File: config.mk
export PLATFORM = sky130hd
export DESIGN_NAME = tcb_lib_riscv2memory
export DESIGN_NICKNAME = d
export VERILOG_FILES = /design/src/tcb_pkg.sv /design/src/tcb_lib_riscv2memory.sv
export SDC_FILE = /design/constraint.sdc
export NUM_CORES = 1
export LEC_CHECK = 0
export ABC_AREA = 0
export ABC_CLOCK_PERIOD_IN_PS = 3000
export BUFFER_PORTS_ARGS = -buffer_cell sky130_fd_sc_hd__buf_2
export CAP_MARGIN = 10
export CORE_MARGIN = 2
export CORE_UTILIZATION = 46
export CTS_CLUSTER_DIAMETER = 80
export CTS_CLUSTER_SIZE = 8
export DETAILED_ROUTE_END_ITERATION = 12
export PLACE_DENSITY = 0.83
export SETUP_SLACK_MARGIN = 0.15
export SKIP_LAST_GASP = 1
export SLEW_MARGIN = 20
export SYNTH_ARGS = -nofsm -noshare
export SYNTH_HDL_FRONTEND = slang
export SYNTH_SLANG_ARGS = --single-unit
File: constraint.sdc
create_clock -name sub -period 3 [get_ports sub]
set_input_delay 0.3 -clock sub [delete_from_list [all_inputs] [get_ports sub]]
set_output_delay 0.3 -clock sub [all_outputs]
set_load 0.005 [all_outputs]
File: src/tcb_pkg.sv
//////////////////////////////////////////////////////////////////////
// shared widths and encodings for the load/store memory subsystem
// every block refers to these by scoped name (tcb_pkg::name)
// sizes and byte order follow the RISC-V load/store conventions
//////////////////////////////////////////////////////////////////////

package tcb_pkg;

  //////////////////////////////////////////////////////////////////////
  // widths
  //////////////////////////////////////////////////////////////////////

  // byte address, 4 KiB space
  localparam int unsigned adr_w = 12;
  // data bus
  localparam int unsigned dat_w = 32;
  // byte lanes per word
  localparam int unsigned ben_w = 4;
  // bits per lane
  localparam int unsigned unt_w = 8;
  // low address bits dropped for a word address
  localparam int unsigned alw = 2;
  // words in the RAM
  localparam int unsigned mem_depth = 1024;

  // lane index, also the in-word byte offset
  typedef logic [alw-1:0] lane_t;

  //////////////////////////////////////////////////////////////////////
  // encodings
  //////////////////////////////////////////////////////////////////////

  // access size, log2 of bytes
  typedef enum logic [1:0] {
    siz_byte = 2'd0,
    siz_half = 2'd1,
    siz_word = 2'd2,
    // wider than the bus, always rejected
    siz_dbl  = 2'd3
  } siz_t;

  // byte order of the request data
  typedef enum logic {
    ndn_little = 1'b0,
    ndn_big    = 1'b1
  } ndn_t;

  // response status
  typedef enum logic {
    sts_ok  = 1'b0,
    sts_mal = 1'b1
  } sts_t;

endpackage
File: src/tcb_lib_riscv2memory.sv
//////////////////////////////////////////////////////////////////////
// converts RISC-V style size/offset requests into word accesses
// with byte enables and lane-steered write data
// read data comes back one cycle later and is re-ordered and
// sign or zero extended using selects captured at the transfer
// mal flags accesses the guard must keep away from memory
//////////////////////////////////////////////////////////////////////

module tcb_lib_riscv2memory (
  input  logic                        sub,
  input  logic                        arst_n,
  // request side
  input  logic                        vld,
  input  logic                        wen,
  input  logic                        uns,
  input  tcb_pkg::ndn_t               ndn,
  input  tcb_pkg::siz_t               siz,
  input  logic [tcb_pkg::adr_w-1:0]   adr,
  input  logic [tcb_pkg::dat_w-1:0]   wdt,
  output logic [tcb_pkg::dat_w-1:0]   rdt,
  // misaligned access
  output logic                        mal,
  // memory side
  output logic                        mem_vld_raw,
  output logic                        mem_wen,
  output logic [tcb_pkg::adr_w-1:0]   mem_adr,
  output logic [tcb_pkg::ben_w-1:0]   mem_ben,
  output logic [tcb_pkg::dat_w-1:0]   mem_wdt,
  input  logic [tcb_pkg::dat_w-1:0]   mem_rdt
);

  // byte offset inside the word
  tcb_pkg::lane_t lane_a;
  // access size in bytes minus one, wraps for dbl
  tcb_pkg::lane_t siz_m1;

  // byte views of the data buses
  logic [tcb_pkg::ben_w-1:0][tcb_pkg::unt_w-1:0] wdt_b;
  logic [tcb_pkg::ben_w-1:0][tcb_pkg::unt_w-1:0] mem_wdt_b;
  logic [tcb_pkg::ben_w-1:0][tcb_pkg::unt_w-1:0] rdt_lane;
  logic [tcb_pkg::ben_w-1:0][tcb_pkg::unt_w-1:0] rdt_b;

  // per lane, which request byte it carries
  tcb_pkg::lane_t [tcb_pkg::ben_w-1:0] wr_sel;
  // per result byte, which lane it comes from
  tcb_pkg::lane_t [tcb_pkg::ben_w-1:0] rd_sel_req;
  logic           [tcb_pkg::ben_w-1:0] rd_msk_req;

  // captured at a read transfer
  tcb_pkg::lane_t [tcb_pkg::ben_w-1:0] rd_sel;
  logic           [tcb_pkg::ben_w-1:0] rd_msk;
  logic                                rd_uns;
  // top bit of the last valid result byte
  logic                                sgn;

  //////////////////////////////////////////////////////////////////////
  // request decode
  //////////////////////////////////////////////////////////////////////

  assign lane_a = adr[tcb_pkg::alw-1:0];

  // size decode and alignment check, same for reads and writes
  always_comb begin
    unique case (siz)
      tcb_pkg::siz_byte: begin
        siz_m1 = 2'd0;
        mal    = 1'b0;
      end
      tcb_pkg::siz_half: begin
        siz_m1 = 2'd1;
        mal    = adr[0];
      end
      tcb_pkg::siz_word: begin
        siz_m1 = 2'd3;
        mal    = |adr[1:0];
      end
      tcb_pkg::siz_dbl: begin
        // no doubleword on a 32 bit path
        siz_m1 = 2'd3;
        mal    = 1'b1;
      end
    endcase
  end

  // handshake and command pass straight through
  assign mem_vld_raw = vld;
  assign mem_wen     = wen;

  // word aligned address
  assign mem_adr = {adr[tcb_pkg::adr_w-1:tcb_pkg::alw], {tcb_pkg::alw{1'b0}}};

  //////////////////////////////////////////////////////////////////////
  // lane steering
  //////////////////////////////////////////////////////////////////////

  assign wdt_b = wdt;

  for (genvar i = 0; i < tcb_pkg::ben_w; i++) begin : g_lane
    // write side, indexed by lane
    always_comb begin
      if (ndn == tcb_pkg::ndn_big) begin
        wr_sel[i] = lane_a + siz_m1 - tcb_pkg::lane_t'(i);
      end else begin
        wr_sel[i] = tcb_pkg::lane_t'(i) - lane_a;
      end
      // lane in use when its offset from the start fits the size
      mem_ben[i] = (tcb_pkg::lane_t'(tcb_pkg::lane_t'(i) - lane_a) <= siz_m1);
      mem_wdt_b[i] = mem_ben[i] ? wdt_b[wr_sel[i]] : '0;
    end

    // read side, indexed by result byte
    always_comb begin
      if (ndn == tcb_pkg::ndn_big) begin
        rd_sel_req[i] = lane_a + siz_m1 - tcb_pkg::lane_t'(i);
      end else begin
        rd_sel_req[i] = lane_a + tcb_pkg::lane_t'(i);
      end
      rd_msk_req[i] = (tcb_pkg::lane_t'(i) <= siz_m1);
    end
  end : g_lane

  assign mem_wdt = mem_wdt_b;

  //////////////////////////////////////////////////////////////////////
  // read response
  //////////////////////////////////////////////////////////////////////

  // hold the read layout for the cycle the RAM answers
  always_ff @(posedge sub or negedge arst_n) begin
    if (!arst_n) begin
      rd_sel <= '0;
      rd_msk <= '0;
      rd_uns <= 1'b0;
    end else if (vld && !wen) begin
      rd_sel <= rd_sel_req;
      rd_msk <= rd_msk_req;
      rd_uns <= uns;
    end
  end

  assign rdt_lane = mem_rdt;

  // highest used result byte wins
  always_comb begin
    sgn = 1'b0;
    for (int k = 0; k < tcb_pkg::ben_w; k++) begin
      if (rd_msk[k]) begin
        sgn = rdt_lane[rd_sel[k]][tcb_pkg::unt_w-1];
      end
    end
  end

  // re-order lanes, fill the rest with sign or zero
  for (genvar k = 0; k < tcb_pkg::ben_w; k++) begin : g_rsp
    always_comb begin
      if (rd_msk[k]) begin
        rdt_b[k] = rdt_lane[rd_sel[k]];
      end else begin
        rdt_b[k] = rd_uns ? '0 : {tcb_pkg::unt_w{sgn}};
      end
    end
  end : g_rsp

  assign rdt = rdt_b;

endmodule

==> metrics.txt <==
status=finished clean; PwrDens=between 300 and 400 nW/µm²; # diodes=0; Finished Layout Cells=between 400 and 500; RSZ-0062 raised after global routing=false; full die area=just under 7000 µm²; Overall Global Routing Usage=about a quarter; # setup viols final=0; Area contributors post-synth=mux4_2 45%, dfrtp_1 8.6%, and2_1 6.9%; number of buffers inserted by port buffering=around 140; Layout area overhead=31.17%; asr flop ratio synth=100.0%; Core Area=~6000 µm²; Sink Count=10; sw power=between 0.0005 and 0.0006 W; via count=between 2000 and 3000; final hold viol count=0; Commonest cells post-synth=58 x mux4_2, 47 x nand2_1, 32 x and2_1; Syn Area/Cell=10.28 µm²; sequential power share=~15%; initial antenna violation count=0; WHS Path Cells=3; Rows=28; Setup crit end kind=output pin; Tcrit/Tclk final=approximately 93%; minimum clock period=2.801 ns; DR pass1 iterations=4; maximum vdd drop=~0.00021 V; max-slew violations=0; Ys Warns=0; Max H-tree Level=1; die width=83.37 µm; Synth Flop Type=dfrtp_1; cts bufs inserted=3; Worst Tran Pin Value=0.6964 ns; Antenna Nets Post-Route=0; grt total ovfl=0; Starting Density=between 40% and 50%; clock tree from TritonCTS=yes; most common cell in the netlist=mux4_2; share of cells above drive strength 1=approximately three fifths; number of enable flip-flop cells after synthesis=0; clock power share=11.4%; Yosys top cell area share=a little under half; vias per inst=approximately 6.1; Startpoint Class=input port; internal power=0.0008804 W; Critical Path Fanout Max=6; Nets=~510; Clock Pin Slew Worst Setup and Hold Paths=0.05 ns; Cells after Synth=roughly 280; Fin Clk Skew=0 ns; Detailed Route Iter0 Violations=~270; LEAKAGE=around 1.8 nW; Root Driver=clkbuf_8; Arr. time, crit path=2.50 ns; detailed placer's ending HPWL=6580 µm; GPL Wtd Cong=0.9468; Seq/Total Area, Yosys=between 8 and 9%; Slew HR=53.26%; combinational share of power=73.5%; Clock Path Buffers=2; fmax=between 300 and 400 MHz; worst hold path class=in -> reg; Yosys top cell by area=mux4_2; switching share of power=39.30%; largest net degree at the start of global routing=33; Ports=approximately 170; setup TNS=0 ns; maxcap violations=0; distinct cell type count after synthesis=34; Synth Cell Area=~2900 µm²; WL final=roughly 8800 µm; Die H=about 83 µm; crit path kind=in -> out; placed insts=470; first-pass GRT wire length=roughly 15000 µm; Clock Latency Late Sink=0.23 ns; CP required=2.70 ns; drt wl/cell=roughly 18 µm; Worst Reg-to-Reg Cells=2; DRC=0; flop and latch count out of synthesis=10; vias in the first global route=3063
==> worst max-delay path, stage by stage <==
cell and delay, ns:
buf_6 0.09, inv_2 0.07, nand2_4 0.06, ha_4 0.16
inv_4 0.05, fa_1 0.45, nand2_1 0.11, o21a_2 0.14
buf_4 0.12, buf_12 0.12, mux4_2 0.50, and2_4 0.17
buf_2 0.13
==> cells by family after synthesis <==
group / Yosys count / synth area share (%)
AND/OR/NAND/NOR: 97 / 16.62
AO/OA/AOI/OAI: 49 / 9.413
buffers and inverters: 49 / 10.88
XOR/XNOR: 1 / 0.3023
multiplexers: 67 / 50.04
flip-flops: 10 / 8.636
other: 1 / 0.1294
adder cells (fa/ha/maj): 8 / 3.972
==> state kept, by name, indices dropped and copies added, names as in the netlist <==
| signal | cells |
|---|---|
| rd_uns | 1 |
| rd_msk | 3 |
| rd_sel | 6 |
==> cells in the final DEF (no fill, tap or decap), drive strengths merged <==
master,n
o31ai,1
nand2,47
o21ai,22
nor2b,3
inv,8
a31oi,2
dfrtp,10
nor4b,1
o211ai,1
ha,6
mux4,61
xnor2,1
nor4bb,2
mux2,1
mux2i,5
o22ai,1
a21oi,18
dlygate4sd3,1
nand2b,4
and2,32
a21o,1
o21a,3
fa,2
and3,1
conb,2
clkbuf,4
buf,171
nor2,7
==> stage by stage <==
stage               total power [W]  utilization (%)  hold WS (ns)  setup WS, ns  instance area [µm²]
global placement           0.001188            59.02        0.1599        0.1911                 3536
detailed placement         0.001217            59.02        0.1688       0.08963                 3536
floorplan                 0.0008693                -      0.004409        0.3050                 2902
CTS                        0.001434            62.49        0.3018        0.1523                 3744
finish                     0.001450            63.45        0.3063        0.1988                 3801
global route               0.001559            63.45        0.3216        0.1193                 3801
==> routing by layer <==
layer  share of wire (%)  up-vias  global-route usage [%]
li1                    -     1336                       -
met1                  35     1458                   29.62
met2                  54      177                   46.33
met3                 9.3       23                   4.771
met4                 2.3        0                   7.601
met5                   0        -                       0
==> worst paths after layout <==
| path | start | end | slack, ns |
|---|---|---|---|
| worst max-delay path | siz[0] | mem_wdt[21] | 0.20 |
| worst min-delay path | uns | rd_uns | 0.31 |
| worst max register to register | rd_msk[1] | rd_msk[1] | 1.92 |
| worst min register to register | rd_uns | rd_uns | 0.55 |
| max in group asynchronous | arst_n | rd_msk[1] | 2.34 |
| min in group asynchronous | arst_n | rd_sel[1] | 0.47 |
==> final cells by class <==
class / instances / area, µm²
Clock buffer: 4 / 55.05
Inverter: 8 / 35.03
Tap cell: 75 / 93.84
Multi-Input combinational cell: 224 / 2360
Fill cell: 467 / 2190
Sequential cell: 10 / 250.2
Timing Repair Buffer: 172 / 1007
==> power by group through the flow <==
stage / Combinational, W / Clock, W / Sequential, W
2_1_floorplan: 0.000708 / 0 / 0.000161
3_3_place_gp: 0.000970 / 0 / 0.000218
3_5_place_dp: 0.000997 / 0 / 0.000220
4_1_cts: 0.00105 / 0.000167 / 0.000218
5_1_grt: 0.00116 / 0.000175 / 0.000222
6_report: 0.00107 / 0.000165 / 0.000219
==> what timing repair did <==
| action | CTS | global route |
|---|---|---|
| buffers inserted | 14 | 3 |
| endpoints found under the hold margin | 10 | 0 |
| cloned | 1 | 0 |
| resized for setup | 4 | 12 |
| endpoints found under the setup margin | 8 | 31 |
| hold buffers | 1 | 0 |
| pin swaps | 2 | 4 |
Note: power is estimated with default switching activity, not from simulation.
